===== src/hw/simon_pkg.sv =====
`default_nettype none

package simon_pkg;

    localparam int color_w = 2;     // red 0, green 1, yellow 2, blue 3
    localparam int addr_w  = 5;
    localparam int seq_len = 32;    // rounds to win, also memory depth
    localparam int count_w = 6;
    localparam int phase_w = 4;     // tone phase counter width

    localparam logic [addr_w-1:0] last_step = addr_w'(seq_len - 1);

    localparam logic [count_w-1:0] count_seq = count_w'(33);  // first round on/off time
    localparam logic [count_w-1:0] dec_seq   = count_w'(1);   // speed-up per round
    localparam logic [count_w-1:0] count_key = count_w'(33);  // key window
    localparam logic [count_w-1:0] count_fin = count_w'(8);   // loss and win blink

    typedef enum logic [4:0] {
        idle, init, record, fetch, fetch_wait,
        show_on, show_off,
        key_arm, key_wait, key_check, ok_on, ok_off,
        err_led, err_on, err_off,
        loss_fetch, loss_wait, loss_show, loss_on, loss_off,
        final_on, final_off,
        win_on, win_off
    } game_state_e;

    typedef enum logic [2:0] {
        snd_red    = 3'd0,
        snd_green  = 3'd1,
        snd_yellow = 3'd2,
        snd_blue   = 3'd3,
        snd_win    = 3'd4,
        snd_loss   = 3'd5
    } sound_e;

    // speaker half-period in cycles, indexed by sound code
    localparam logic [phase_w-1:0] tone_half [6] = '{
        4'd4, 4'd5, 4'd6, 4'd7, 4'd8, 4'd3
    };

endpackage

`default_nettype wire


===== src/hw/seq_memory.sv =====
`timescale 1ns/1ps
`default_nettype none

module seq_memory (
    input  wire                           clock,
    input  wire                           rst_n,
    input  wire                           wr,
    input  wire  [simon_pkg::addr_w-1:0]  address,
    output logic [simon_pkg::color_w-1:0] data_out
);

    logic [simon_pkg::color_w-1:0] colour;                      // free-running source
    logic [simon_pkg::color_w-1:0] mem [simon_pkg::seq_len];    // one colour per round

    // the colour in flight when the strobe lands becomes the new step
    always_ff @(posedge clock) begin
        if (!rst_n) begin
            colour <= '0;
        end else begin
            colour <= colour + 1'b1;
        end
    end

    always_ff @(posedge clock) begin
        data_out <= mem[address];   // old contents on a same-cycle write
        if (wr) begin
            mem[address] <= colour;
        end
    end

    // controller drops the strobe in the state after record
    wr_single_cycle: assert property (
        @(posedge clock) disable iff (!rst_n)
        wr |=> !wr
    );

endmodule

`default_nettype wire


===== src/hw/tone_gen.sv =====
`timescale 1ns/1ps
`default_nettype none

module tone_gen (
    input  wire                clock,
    input  wire                rst_n,
    input  wire                play,
    input  simon_pkg::sound_e  sound,
    output logic               speaker
);

    logic [simon_pkg::phase_w-1:0] phase;       // cycles into current half-period
    logic                          code_ok;     // sound code has a table entry
    logic                          half_end;

    always_comb begin
        code_ok  = (sound <= simon_pkg::snd_loss);
        half_end = 1'b0;
        if (code_ok) begin
            half_end = (phase == simon_pkg::tone_half[sound] - 1'b1);
        end
    end

    always_ff @(posedge clock) begin
        if (!rst_n) begin
            phase   <= '0;
            speaker <= 1'b0;
        end else if (!play) begin
            phase   <= '0;      // silent, restart from a clean phase
            speaker <= 1'b0;
        end else if (half_end) begin
            phase   <= '0;
            speaker <= ~speaker;
        end else if (code_ok) begin
            phase <= phase + 1'b1;
        end else begin
            phase <= '0;        // no pitch for codes 6 and 7
        end
    end

    // a stop request always silences the speaker on the next edge
    silent_after_stop: assert property (
        @(posedge clock) disable iff (!rst_n)
        !play |=> (!speaker && phase == '0)
    );

endmodule

`default_nettype wire


===== src/hw/game_fsm.sv =====
`timescale 1ns/1ps
`default_nettype none

module game_fsm (
    input  wire                           clock,
    input  wire                           rst_n,
    input  wire                           start,
    input  wire  [3:0]                    key,
    input  wire  [simon_pkg::color_w-1:0] data_out,
    output logic                          wr,
    output logic [simon_pkg::addr_w-1:0]  address,
    output logic                          play,
    output simon_pkg::sound_e             sound,
    output logic [3:0]                    nl,
    output logic                          nloss
);

    simon_pkg::game_state_e        state;
    logic [simon_pkg::addr_w-1:0]  scan;        // step being shown or checked
    logic [simon_pkg::addr_w-1:0]  max;         // last step of this round
    logic [simon_pkg::count_w-1:0] timebase;    // LED on/off time of this round
    logic [simon_pkg::count_w-1:0] count;

    logic                          key_hit;
    logic [simon_pkg::color_w-1:0] key_idx;

    // lowest numbered key wins when several are held
    always_comb begin
        key_hit = 1'b1;
        key_idx = '0;
        casez (key)
            4'b???1: key_idx = 2'd0;
            4'b??10: key_idx = 2'd1;
            4'b?100: key_idx = 2'd2;
            4'b1000: key_idx = 2'd3;
            default: key_hit = 1'b0;
        endcase
    end

    always_ff @(posedge clock) begin
        if (!rst_n) begin
            state    <= simon_pkg::idle;
            scan     <= '0;
            max      <= '0;
            timebase <= '0;
            count    <= '0;
            wr       <= 1'b0;
            address  <= '0;
            play     <= 1'b0;
            sound    <= simon_pkg::snd_red;
            nl       <= '0;
            nloss    <= 1'b0;
        end else if (start) begin
            nloss <= 1'b0;          // restart from any state
            nl    <= '0;
            play  <= 1'b0;
            wr    <= 1'b0;
            state <= simon_pkg::init;
        end else begin
            case (state)
                simon_pkg::idle: begin
                    state <= simon_pkg::idle;
                end
                simon_pkg::init: begin
                    max      <= '0;
                    scan     <= '0;
                    timebase <= simon_pkg::count_seq;
                    state    <= simon_pkg::record;
                end
                simon_pkg::record: begin
                    scan    <= '0;
                    wr      <= 1'b1;        // store a new colour at max
                    address <= max;
                    state   <= simon_pkg::fetch;
                end
                simon_pkg::fetch: begin
                    wr      <= 1'b0;
                    address <= scan;
                    state   <= simon_pkg::fetch_wait;
                end
                simon_pkg::fetch_wait: begin
                    state <= simon_pkg::show_on;    // read in flight
                end
                simon_pkg::show_on: begin
                    if (!play) begin
                        nl    <= 4'b0001 << data_out;   // first cycle lights the colour
                        play  <= 1'b1;
                        sound <= simon_pkg::sound_e'({1'b0, data_out});
                        count <= timebase;
                    end else if (count == '0) begin
                        nl    <= '0;
                        play  <= 1'b0;
                        count <= timebase;
                        state <= simon_pkg::show_off;
                    end else begin
                        count <= count - 1'b1;
                    end
                end
                simon_pkg::show_off: begin
                    if (count != '0) begin
                        count <= count - 1'b1;
                    end else if (scan != max) begin
                        scan  <= scan + 1'b1;
                        state <= simon_pkg::fetch;
                    end else begin
                        scan  <= '0;
                        state <= simon_pkg::key_arm;
                    end
                end
                simon_pkg::key_arm: begin
                    count   <= simon_pkg::count_key;
                    address <= scan;
                    state   <= simon_pkg::key_wait;
                end
                simon_pkg::key_wait: begin
                    state <= simon_pkg::key_check;
                end
                simon_pkg::key_check: begin
                    if (count == '0) begin
                        nloss <= 1'b1;      // player ran out of time
                        max   <= '0;
                        state <= simon_pkg::loss_fetch;
                    end else if (key_hit) begin
                        nl    <= 4'b0001 << key_idx;
                        play  <= 1'b1;
                        sound <= simon_pkg::sound_e'({1'b0, key_idx});
                        if (key_idx == data_out) begin
                            count <= timebase;
                            state <= simon_pkg::ok_on;
                        end else begin
                            nloss <= 1'b1;
                            state <= simon_pkg::err_led;
                        end
                    end else begin
                        count <= count - 1'b1;
                    end
                end
                simon_pkg::ok_on: begin
                    if (count == '0) begin
                        nl    <= '0;
                        play  <= 1'b0;
                        count <= timebase;
                        state <= simon_pkg::ok_off;
                    end else begin
                        count <= count - 1'b1;
                    end
                end
                simon_pkg::ok_off: begin
                    if (count != '0) begin
                        count <= count - 1'b1;
                    end else if (scan != max) begin
                        scan  <= scan + 1'b1;   // next key of this round
                        state <= simon_pkg::key_arm;
                    end else if (max != simon_pkg::last_step) begin
                        max      <= max + 1'b1;
                        timebase <= timebase - simon_pkg::dec_seq;
                        state    <= simon_pkg::record;
                    end else begin
                        play  <= 1'b1;          // all rounds done
                        sound <= simon_pkg::snd_win;
                        count <= simon_pkg::count_fin;
                        state <= simon_pkg::win_off;
                    end
                end
                simon_pkg::err_led: begin
                    count <= timebase;          // wrong key stays lit
                    state <= simon_pkg::err_on;
                end
                simon_pkg::err_on: begin
                    if (count == '0) begin
                        nl    <= '0;
                        play  <= 1'b0;
                        count <= timebase;
                        state <= simon_pkg::err_off;
                    end else begin
                        count <= count - 1'b1;
                    end
                end
                simon_pkg::err_off: begin
                    if (count == '0) begin
                        max   <= '0;
                        state <= simon_pkg::loss_fetch;
                    end else begin
                        count <= count - 1'b1;
                    end
                end
                simon_pkg::loss_fetch: begin
                    address <= max;     // max walks the replay up to scan
                    state   <= simon_pkg::loss_wait;
                end
                simon_pkg::loss_wait: begin
                    state <= simon_pkg::loss_show;
                end
                simon_pkg::loss_show: begin
                    nl    <= 4'b0001 << data_out;
                    play  <= 1'b1;
                    sound <= simon_pkg::sound_e'({1'b0, data_out});
                    count <= timebase;
                    state <= simon_pkg::loss_on;
                end
                simon_pkg::loss_on: begin
                    if (count == '0) begin
                        nl    <= '0;
                        play  <= 1'b0;
                        count <= timebase;
                        state <= simon_pkg::loss_off;
                    end else begin
                        count <= count - 1'b1;
                    end
                end
                simon_pkg::loss_off: begin
                    if (count != '0) begin
                        count <= count - 1'b1;
                    end else if (max != scan) begin
                        max   <= max + 1'b1;
                        state <= simon_pkg::loss_fetch;
                    end else begin
                        nl    <= 4'b0001 << data_out;   // failing step blinks
                        play  <= 1'b1;
                        sound <= simon_pkg::snd_loss;
                        count <= simon_pkg::count_fin;
                        state <= simon_pkg::final_on;
                    end
                end
                simon_pkg::final_on: begin
                    if (count == '0) begin
                        nl    <= '0;
                        play  <= 1'b0;
                        count <= simon_pkg::count_fin;
                        state <= simon_pkg::final_off;
                    end else begin
                        count <= count - 1'b1;
                    end
                end
                simon_pkg::final_off: begin
                    if (count == '0) begin
                        nl    <= 4'b0001 << data_out;
                        play  <= 1'b1;
                        sound <= simon_pkg::snd_loss;
                        count <= simon_pkg::count_fin;
                        state <= simon_pkg::final_on;
                    end else begin
                        count <= count - 1'b1;
                    end
                end
                simon_pkg::win_off: begin
                    if (count == '0) begin
                        nl    <= '1;            // all LEDs, tone off
                        play  <= 1'b0;
                        count <= simon_pkg::count_fin;
                        state <= simon_pkg::win_on;
                    end else begin
                        count <= count - 1'b1;
                    end
                end
                simon_pkg::win_on: begin
                    if (count == '0) begin
                        nl    <= '0;
                        play  <= 1'b1;
                        sound <= simon_pkg::snd_win;
                        count <= simon_pkg::count_fin;
                        state <= simon_pkg::win_off;
                    end else begin
                        count <= count - 1'b1;
                    end
                end
                default: begin
                    state <= simon_pkg::idle;
                end
            endcase
        end
    end

    one_led_outside_win: assert property (
        @(posedge clock) disable iff (!rst_n)
        (state != simon_pkg::win_on) |-> $onehot0(nl)
    );

    // only a new game clears the loss flag
    nloss_held_until_start: assert property (
        @(posedge clock) disable iff (!rst_n)
        $fell(nloss) |-> ($past(start) || !$past(rst_n))
    );

    state_encoding_legal: assert property (
        @(posedge clock) disable iff (!rst_n)
        !$isunknown(state) && (state <= simon_pkg::win_off)
    );

endmodule

`default_nettype wire


===== src/hw/simon_top.sv =====
`timescale 1ns/1ps
`default_nettype none

module simon_top (
    input  wire         clock,
    input  wire         rst_n,
    input  wire         start,
    input  wire  [3:0]  key,
    output logic        nloss,
    output logic [3:0]  nl,
    output logic        speaker
);

    logic                          wr;
    logic [simon_pkg::addr_w-1:0]  address;
    logic [simon_pkg::color_w-1:0] data_out;
    logic                          play;
    simon_pkg::sound_e             sound;

    game_fsm game_fsm_inst (
        .clock    (clock),
        .rst_n    (rst_n),
        .start    (start),
        .key      (key),
        .data_out (data_out),
        .wr       (wr),
        .address  (address),
        .play     (play),
        .sound    (sound),
        .nl       (nl),         // LEDs straight to the player
        .nloss    (nloss)
    );

    seq_memory seq_memory_inst (
        .clock    (clock),
        .rst_n    (rst_n),
        .wr       (wr),
        .address  (address),
        .data_out (data_out)
    );

    tone_gen tone_gen_inst (
        .clock    (clock),
        .rst_n    (rst_n),
        .play     (play),
        .sound    (sound),
        .speaker  (speaker)
    );

endmodule

`default_nettype wire


===== config.mk =====
export PLATFORM = sky130hd
export DESIGN_NAME = simon_top
export DESIGN_NICKNAME = d
export VERILOG_FILES = /design/src/hw/simon_pkg.sv /design/src/hw/seq_memory.sv /design/src/hw/tone_gen.sv /design/src/hw/game_fsm.sv /design/src/hw/simon_top.sv
export SDC_FILE = /design/constraint.sdc
export NUM_CORES = 1
export LEC_CHECK = 0
export BUFFER_PORTS_ARGS = -buffer_cell sky130_fd_sc_hd__buf_2
export CAP_MARGIN = 20
export CORE_ASPECT_RATIO = 1.75
export CORE_MARGIN = 2
export CORE_UTILIZATION = 45
export CTS_CLUSTER_DIAMETER = 60
export DETAILED_ROUTE_END_ITERATION = 12
export PLACE_DENSITY = 0.71
export SYNTH_ARGS = -nofsm -noshare
export SYNTH_HDL_FRONTEND = slang
export SYNTH_HIERARCHICAL = 1
export SYNTH_SLANG_ARGS = --single-unit

===== constraint.sdc =====
create_clock -name clock -period 5.24 [get_ports clock]
set_clock_uncertainty 0.15 [all_clocks]
set_input_delay 0.524 -clock clock [delete_from_list [all_inputs] [get_ports clock]]
set_output_delay 0.524 -clock clock [all_outputs]
set_load 0.02 [all_outputs]

Word level (Yosys, flattened, before mapping)
Memory sizes are Yosys's and may differ from the RTL's. A register that Yosys moved wholly into a read port is not among the register bits.
Cells that the tools add are included.
{ "word_totals": {"ramBits": 64, "memories": 2, "ff_bits": 49, "out_inout_bits": 6, "romBits": 32, "input_bits": 7} }
{ "classes": {"n_mux": 96, "eq_ne": 78, "add_sub_neg": 7, "shift": 2, "magnitude_cmp": 2, "n_reduce_logical": 37, "n_bitwise": 6} }
{ "memory_table": {"columns": ["memory", "depth", "width", "rd", "rd_ports_with_merged_regs", "write_ports", "line_no", "source"], "rows": [
  ["seq_memory_inst.mem", 32, 2, 1, 1, 1, "seq_memory.sv:13", "logic [simon_pkg::color_w-1:0] mem [simon_pkg::seq_len];"],
  ["(no name shown)", 8, 4, 1, 0, 0, "tone_gen.sv:20", "half_end = (phase == simon_pkg::tone_half[sound] - 1'b1);"]
]} }
{ "op_table": {"columns": ["cell", "n"], "rows": [
  ["$mux W5", 28],
  ["$pmux W5 S23", 1],
  ["$mux W6", 16],
  ["$pmux W6 S10", 1],
  ["$eq A5 B4 Y1 const B", 8],
  ["$eq A5 B5 Y1 const B", 8],
  ["$mux W4", 10],
  ["$ne A3 B2 Y1 const B", 13],
  ["$mux W3", 12],
  ["$ne A2 B1 Y1 const B", 18],
  ["$pmux W4 S7", 1],
  ["$reduce_and A14 Y1", 2],
  ["$pmux W3 S7", 1],
  ["$reduce_bool A7 Y1", 3],
  ["$eq A5 B3 Y1 const B", 4],
  ["$ne A2 B2 Y1 const B", 10],
  ["$pmux W5 S4", 1],
  ["$mux W1", 19],
  ["$pmux W5 S3", 1],
  ["$reduce_or A2 Y1", 7],
  ["$ne A3 B3 Y1 const B", 4],
  ["$pmux W6 S2", 1],
  ["$reduce_and A12 Y1", 1],
  ["$reduce_or A4 Y1", 3],
  ["40 further kinds", 55]
]} }

Longest topological paths before layout
Gate-level depths: netlist of the first run.
{ "logic_depth": {"ltp_word": 8, "depth_mapped": 9, "depth_no_buf": 8} }

Modules after synthesis
The synthesis of the first run kept the hierarchy.
{ "modules_own_cells": {"columns": ["mod", "cells_each", "n_inst", "area_each_um2"], "rows": [
  ["game_fsm", 502, 1, 3766.1],
  ["seq_memory", 175, 1, 2826.5],
  ["tone_gen", 30, 1, 280.3]
]} }

Worst setup path before layout of the first run
Ideal clock, no wire load.
{ "synth_path": {"kind": "reg-to-reg", "from": "register game_fsm_inst/count[0] in the netlist's numbering", "to": "register game_fsm_inst.nl[1]", "path_buffers": 1, "t_arrival_ns": 1.987, "setup_slack_ns": 2.986, "stages_incl_launch_ff": 10, "synth_period_minus_slack_ns": 2.254, "t_required_ns": 4.973, "cell_sequence": "dfxtp_1 > inv_1 > ha_1 > or2b_4 > nor2_8 > buf_6 > o21ai_2 > a221oi_2 > o2111ai_1 > a32o_1"} }
{ "synth_between": {"elab_chain_len": 4, "word_cells_on_any_way": 10} }
{ "synth_lines": {"columns": ["item", "line_no", "source"], "rows": [
  ["start, declared", "game_fsm.sv:22", "logic [simon_pkg::count_w-1:0] count;"],
  ["start signal, assigned", "game_fsm.sv:89", "count <= timebase;"],
  ["start signal, assigned", "game_fsm.sv:93", "count <= timebase;"],
  ["start signal, assigned", "game_fsm.sv:96", "count <= count - 1'b1;"],
  ["$logic_not A6 Y1", null, null],
  ["$mux W4 (2 in series)", null, null],
  ["$pmux W4 S7", null, null],
  ["end signal, assigned", "game_fsm.sv:86", "nl <= 4'b0001 << data_out;"],
  ["end signal, assigned", "game_fsm.sv:124", "nl <= 4'b0001 << key_idx;"],
  ["end signal, assigned", "game_fsm.sv:237", "nl <= 4'b0001 << data_out;"],
  ["end, declared", "game_fsm.sv:14", "output logic [3:0] nl,"]
]} }
Several ways; a longest one is shown, not always the timed one.
A chain may end at the register's enable or synchronous reset.

Worst setup path in the final report of the first run
{ "layout_path": {"from": "register game_fsm_inst/count[0] in the netlist's numbering", "to": "register game_fsm_inst.play"} }
{ "layout_between": {"elab_chain_len": 4, "word_cells_on_any_way": 11} }
{ "layout_lines": {"columns": ["item", "line_no", "source"], "rows": [
  ["$logic_not A6 Y1", null, null],
  ["$mux W1", "game_fsm.sv:90", "end else if (count == '0) begin"],
  ["$mux W1", "game_fsm.sv:85", "if (!play) begin"],
  ["$pmux W1 S7", "game_fsm.sv:60", "case (state)"],
  ["end signal, assigned", "game_fsm.sv:87", "play <= 1'b1;"],
  ["end signal, assigned", "game_fsm.sv:92", "play <= 1'b0;"],
  ["end signal, assigned", "game_fsm.sv:141", "play <= 1'b0;"],
  ["end, declared", "game_fsm.sv:12", "output logic play,"]
]} }
Several ways; a longest one is shown, not always the timed one.

==> metrics.csv, run 1 <==
stage,metric,value,unit
status,outcome,finished clean,
routing,vias,5728,
worst_hold_path,hp-class,reg2reg,
routing,ant_nets,0,
power,power-per-cell-area,287.5,nW/µm²
sta,relSlewSlack,0.4418,
sta,achievable-frequency,339.2,MHz
clock_tree,cts_root_buffer,clkbuf_16,
logic_synthesis,synth_seq_area_share,0.4282,
place,postPlaceCellArea,6915,µm²
finish,number_of_nets_in_the_layout,714,
sta,timing.final.hold_violations,0,
worst_setup_path,critical_path.startpoint,game_fsm_inst/count[0],
worst_setup_path,rr_worst_depth,8,
floorplanning,die-area,16320,µm²
global_route,number_of_global_route_vias_before_repair,5720,
logic_synthesis,netlist_instances,707,
place,portBuffers,12,
clock_tree,clk_path_buf_depth,2,
worst_setup_path,worst_r2r_startpoint,game_fsm_inst/count[0],
floorplanning,placeableCoreArea,14910,µm²
place,gp_congestion,0.9691,
worst_setup_path,crit-reg2reg-capture,game_fsm_inst/play,
finish,post_layout_inst_area,7561,µm²
clock_tree,postCtsHoldBufs,0,
finish,insertedDiodeCount,0,
sta,grt_setup_unrepaired,false,
sta,final.setup.tns,0,ns
floorplanning,boundaryPins,13,
routing,drt-vias-per-instance,6.393,
sta,min_period,2.948,ns
clock_tree,clkSlewWorstSetupHoldPaths,0.06,ns
logic_synthesis,synth_async_sr_flop_share,0,
sta,drv_slew,0,
worst_hold_path,hp-start,tone_gen_inst/phase[0],
flow_run,drv_cap,0,
power,vdd.ir_drop.worst,0.2213,mV
power,power.leakage,2.531,nW
logic_synthesis,cell_area_after_synthesis,6873,µm²
global_route,grt_start_max_net_pins,42,
logic_synthesis,ys_warn_count,6,
floorplanning,die_w,97.42,µm
floorplanning,chipHeight,167.5,µm
logic_synthesis,largest_area_contributor_in_the_synthesized_netlist,edfxtp_1,
logic_synthesis,mappedNetlistNets,721,
floorplanning,initial_utilization,0.4609,
logic_synthesis,count_of_cell_types_in_the_netlist,88,
clock_tree,post_cts.resized_instances,0,
routing,wirelength,19000,µm
worst_setup_path,cp_data_required_time,5.38,ns
worst_setup_path,arrival_time_reported_for_the_critical_path_endpoint,3.09,ns
clock_tree,cts_tree,done,
worst_setup_path,ff2ff_setup_slack,2.29,ns
logic_synthesis,synth_enable_flop_cells,64,
worst_setup_path,critical_path.max_fanout,18,
routing,detailedRoute.firstPassIterationCount,5,
floorplanning,placement_rows,59,
finish,synthToLayoutAreaGrowth,10.01,%
clock_tree,cts_setup_buffers,0,
worst_setup_path,crit_path_end_kind,flop,
global_route,global_route.usage.total,0.2332,
routing,initialDrtViolationCount,484,
power,total_power,2.174,mW
finish,final_layout_size_suffix_gt1_frac,0.1431,
routing,drc,0,
global_route,antenna_violations_before_repair,0,
sta,final.period_utilization,0.5627,
clock_tree,num_cts_buffers,17,
clock_tree,insertion_delay,0.41,ns
global_route,grt_pass1_wl,30440,µm
logic_synthesis,synth_top_area_frac,0.2796,
worst_setup_path,worst-setup-path-type,reg2reg,
sta,worst_slew_pin_slew,0.8362,ns
logic_synthesis,synth.ff_latch_count,115,
sta,finalSetupViolations,0,
clock_tree,clock_sink_count,115,
sta,worst_hold_slack,0.3314,ns
worst_setup_path,critPathCapture,game_fsm_inst/play,
logic_synthesis,avgSynthCellArea,9.721,µm²
logic_synthesis,dominantRegCellSynth,edfxtp_1,
clock_tree,cts-htree-levels,4,
place,detailedPlacementHpwl,13230,µm
routing,routedWlPerCell,21.21,µm
logic_synthesis,synthTopCellsByArea,"edfxtp_1 28%, dfxtp_1 15%, mux2i_1 4.5%",
worst_setup_path,startpoint_type,flop,
global_route,global_route.overflow_total,0,
## critical path: stages, from the launching register on
cell and delay (ns):
dfxtp_1 0.36, inv_1 0.10, ha_1 0.28, nor2b_1 0.34
nand2_1 0.49, o311ai_0 0.56, o211ai_1 0.18, o31ai_1 0.24
mux2i_1 0.11
## stage by stage
step | util | setup WS, ns | cells
6_report | 0.5070 | 2.292 | 896
5_1_grt | 0.5070 | 2.061 | 896
4_1_cts | 0.5034 | 2.337 | 894
3_5_place_dp | 0.4638 | 2.119 | 862
3_3_place_gp | 0.4638 | 2.237 | 862
2_1_floorplan | - | 2.986 | 707
## state kept, by name, indices dropped and copies added, names as in the netlist, 2 cells and up
signal / flops
game_fsm_inst/max: 5
game_fsm_inst/timebase: 6
game_fsm_inst/state: 5
game_fsm_inst/count: 6
seq_memory_inst/colour: 2
seq_memory_inst/mem: 64
game_fsm_inst/sound: 3
game_fsm_inst/nl: 4
seq_memory_inst/data_out: 2
game_fsm_inst/scan: 5
tone_gen_inst/phase: 4
game_fsm_inst/address: 5
## where the power goes
group / internal (mW) / total (mW) / switching, mW
combinational: 0.0235 / 0.0705 / 0.0470
clock: 0.674 / 1.14 / 0.464
sequential: 0.960 / 0.965 / 0.00512
## layer usage
layer	track usage	wire, µm	vias up
met5	0	0	-
met3	0.03923	908	65
met4	0.1353	1096	0
met2	0.4123	9996	245
met1	0.2615	6998	2752
li1	-	-	2666
## area by class of cell
cell class	count	area (µm²)
well taps	183	229.0
repair buffers	21	167.7
fillers	1331	7351
clock buffers	17	425.4
multi-input cells	526	3560
flip-flops and latches	115	2943
inverters	19	71.32
clock inverters	15	165.2
## cells in the final DEF (no fill, tap or decap), types with 6 or more instances in the layout
cell and instances:
a221o_1 7, inv_1 18, nand3_1 27, nor3_1 21, xor2_1 9, or2_2 9
nor2_1 75, dfxtp_1 51, nand2b_1 15, mux2i_1 31, xnor2_1 9, and2_1 9
ha_1 7, o211ai_1 7, nor2b_1 7, edfxtp_1 64, nand2_1 48, buf_4 7
mux4_2 6, a211oi_1 11, clkbuf_16 17, o22ai_1 15, buf_2 12, o31ai_1 6
o21ai_0 32, o32ai_1 6, a21oi_1 41, a31oi_1 6, or3_1 7
## kinds of logic after synthesis
| kind of cell | count (synthesis) | synth area share |
|---|---|---|
| AO/OA/AOI/OAI | 196 | 0.2046 |
| buffers and inverters | 66 | 0.05389 |
| adder cells (fa/ha/maj) | 7 | 0.01274 |
| multiplexers | 42 | 0.07737 |
| flip-flops | 115 | 0.4282 |
| AND/OR/NAND/NOR | 262 | 0.1979 |
| XOR/XNOR | 19 | 0.02531 |
## worst min-delay path by stage
stage                                  end  depth (start not counted)
floorplan           tone_gen_inst/phase[0]                          1
global route        tone_gen_inst/phase[0]                          1
detailed placement  tone_gen_inst/phase[0]                          1
finish              tone_gen_inst/phase[0]                          1
global placement    tone_gen_inst/phase[0]                          1
CTS                 tone_gen_inst/phase[0]                          1
## synth_stat cells (all sizes together) (4+ instances only)
master / count
nor2b: 7
ha: 7
a221oi: 5
xor2: 9
o22ai: 18
a21o: 4
nand2: 49
a221o: 7
a22oi: 5
mux2i: 31
nor2: 76
o31ai: 7
nor4: 5
nand2b: 15
inv: 18
nand3b: 5
o311ai: 5
a31oi: 6
or2: 10
o21ai: 35
a21oi: 41
edfxtp: 64
or3b: 4
or3: 10
a32o: 4
o32ai: 7
nand3: 28
o211a: 4
buf: 28
clkbuf: 19
xnor2: 10
mux4: 8
dfxtp: 51
and3: 5
nor3: 22
and2: 9
o211ai: 9
a31o: 5
a211oi: 11
(Power assumes the default switching activity.)
==> inputs of run 2 (changes only) <==
- PLACE_DENSITY: 0.71 -> 0.74
- clock period: 5.24 -> 2.45 ns (I/O delays scaled with it)
==> metrics.csv, run 2 (synthesized netlist as in run 1, its figures left out) <==
stage,metric,value,unit,change
clock_tree,insertion_delay,0.41,ns,about the same
finish,layout_commonest_cell,nor2_1,,
sta,worst_slew_pin_slew,0.7993,ns,-0.03693 ns
finish,synthToLayoutAreaGrowth,17.99,%,
flow_run,drv_cap,0,,unchanged
place,detailedPlacementHpwl,14860,µm,+12%
worst_setup_path,critical_path.max_fanout,11,,-7
sta,grt_setup_unrepaired,true,,
finish,largestRegisters,"seq_memory_inst/mem x64, game_fsm_inst/count x6, game_fsm_inst/timebase x6",,
worst_setup_path,slowest_delay,0.35,ns,-0.21 ns
clock_tree,cts_tree,done,,
place,portBuffers,12,,unchanged
sta,achievable-frequency,421.3,MHz,+24%
worst_setup_path,worst_path_max_delay_cell,or2b_4,,
sta,finalSetupViolations,0,,unchanged
clock_tree,cts_root_buffer,clkbuf_16,,
sta,drv_slew,0,,unchanged
routing,detailedRoute.firstPassIterationCount,7,,+2
finish,largest_register_ffs,64,,unchanged
clock_tree,clk_path_buf_depth,2,,unchanged
routing,drt-vias-per-instance,6.363,,-0.47%
floorplanning,chipHeight,167.5,µm,unchanged
floorplanning,initial_utilization,0.4609,,unchanged
finish,layout_common_cells,"74 x nor2_1, 68 x buf_4, 64 x edfxtp_1",,
power,vdd.ir_drop.worst,0.4101,mV,+85%
worst_hold_path,hp-class,in2reg,,
place,postPlaceCellArea,7431,µm²,+7.5%
sta,timing.final.hold_violations,0,,unchanged
finish,seq_area,2947,µm²,+0.13%
clock_tree,clock_sink_count,115,,unchanged
finish,insertedDiodeCount,0,,unchanged
status,outcome,finished clean,,
routing,wirelength,20720,µm,+9.1%
finish,regMostFlops,seq_memory_inst/mem,,
clock_tree,clkSlewWorstSetupHoldPaths,0.06,ns,about the same
finish,stdcell_count,959,,+7.0%
worst_setup_path,startpoint_type,flop,,
floorplanning,placeableCoreArea,14910,µm²,unchanged
worst_setup_path,cp_data_required_time,2.61,ns,-2.77 ns
worst_setup_path,path_cells,inv_1 > ha_2 > or2b_4 > nor2_8 > o31ai_1 > a221oi_2 > o2111ai_2 > a32o_1,,
worst_setup_path,crit_path_end_kind,flop,,
sta,min_period,2.374,ns,-0.5747 ns
place,post-place-cells,924,,+7.2%
finish,post_layout_inst_area,8109,µm²,+7.2%
finish,final_layout_size_suffix_gt1_frac,0.2281,,+0.08504
power,power-per-cell-area,588.1,nW/µm²,+100%
routing,drc,0,,unchanged
routing,routedWlPerCell,21.61,µm,+1.9%
clock_tree,num_cts_buffers,17,,unchanged
worst_setup_path,arrival_time_reported_for_the_critical_path_endpoint,2.53,ns,-0.56 ns
global_route,grt_pass1_wl,33010,µm,+8.4%
floorplanning,die-area,16320,µm²,unchanged
global_route,global_route.overflow_total,0,,unchanged
sta,final.period_utilization,0.9689,,+0.4062
worst_setup_path,worst-setup-path-type,reg2reg,,
floorplanning,die_w,97.42,µm,unchanged
routing,initialDrtViolationCount,474,,-2.1%
power,power.leakage,2.844,nW,+12%
place,gp_congestion,0.9672,,-0.20%
global_route,global_route.usage.total,0.2567,,+0.02350
finish,number_of_nets_in_the_layout,777,,+8.8%
global_route,number_of_global_route_vias_before_repair,6423,,+12%
sta,relSlewSlack,0.4664,,+0.02465
global_route,grt_start_max_net_pins,37,,-12%
global_route,antenna_violations_before_repair,0,,unchanged
routing,ant_nets,0,,unchanged
routing,vias,6102,,+6.5%
clock_tree,cts-htree-levels,4,,unchanged
finish,final.fill_count,1311,,-1.5%
floorplanning,boundaryPins,13,,unchanged
floorplanning,placement_rows,59,,unchanged
finish,multi_input_comb_area,3602,µm²,+1.2%
run 2: changes by cell type in the layout (fill, tap and decap cells not counted), sizes merged:
cell,delta
clkinv,+3
clkbuf,+1
buf,+63
bufinv,+2
inv,-6
run 2: metrics by stage:
step | TNS [ns] | hold WS, ns | setup WS (ns) | utilization | total power, mW
floorplan | 0 | 0.2167 | 0.1958 | - | 2.195
global placement | 0 | 0.2994 | 0.06019 | 0.4983 | 2.253
detailed placement | 0 | 0.3358 | 0.01315 | 0.4983 | 2.258
CTS | 0 | 0.1367 | 0.005316 | 0.5392 | 4.794
global route | -0.08666 | 0.1692 | -0.03273 | 0.5438 | 4.895
finish | 0 | 0.1566 | 0.07626 | 0.5438 | 4.769
run 2: metal layers:
metal	vias to the layer above	wire length [µm]	GRT usage
li1	2803	-	-
met1	2914	7202	0.2606
met5	-	0	0
met3	97	1036	0.04424
met4	0	1314	0.1679
met2	288	11170	0.4741
run 2: worst max-delay path, delay by kind of cell (launching register included):
family	cells	cell delay [ns]
compound gates	4	0.94
flops	1	0.34
fa+ha+maj	1	0.18
simple gates	2	0.60
buf+inv	1	0.06
run 2: timing repair:
action / CTS / global route
hold buffers: 0 / 0
endpoints found under the setup margin: 0 / 24
buffers inserted: 0 / 3
hold endpoints to repair: 0 / 0
resized for setup: 0 / 17
run 2: cell type report:
| cell class | count | area share |
|---|---|---|
| timing repair buffer | 84 | 0.08023 |
| multi-input combinational | 526 | 0.4442 |
| clock buffer | 18 | 0.05292 |
| inverter | 19 | 0.008795 |
| sequential | 115 | 0.3634 |
| clock inverter | 14 | 0.02222 |
| tap | 183 | 0.02824 |
run 2: power by group:
| part | leakage (nW) | internal [mW] | switching, mW |
|---|---|---|---|
| registers | 0.998 | 2.05 | 0.0135 |
| logic | 1.55 | 0.0515 | 0.107 |
| clock network | 0.291 | 1.61 | 0.932 |
run 2: path summary, 6_finish.rpt:
kind | to | slack, ns | cells after the start | start
setup / recovery | game_fsm_inst/nl[2] | 0.08 | 8 | game_fsm_inst/count[1]
hold / removal | game_fsm_inst/nl[2] | 0.16 | 3 | key[2]
setup reg to reg | game_fsm_inst/nl[2] | 0.08 | 8 | game_fsm_inst/count[1]
hold reg to reg | tone_gen_inst/phase[0] | 0.34 | 1 | tone_gen_inst/phase[0]
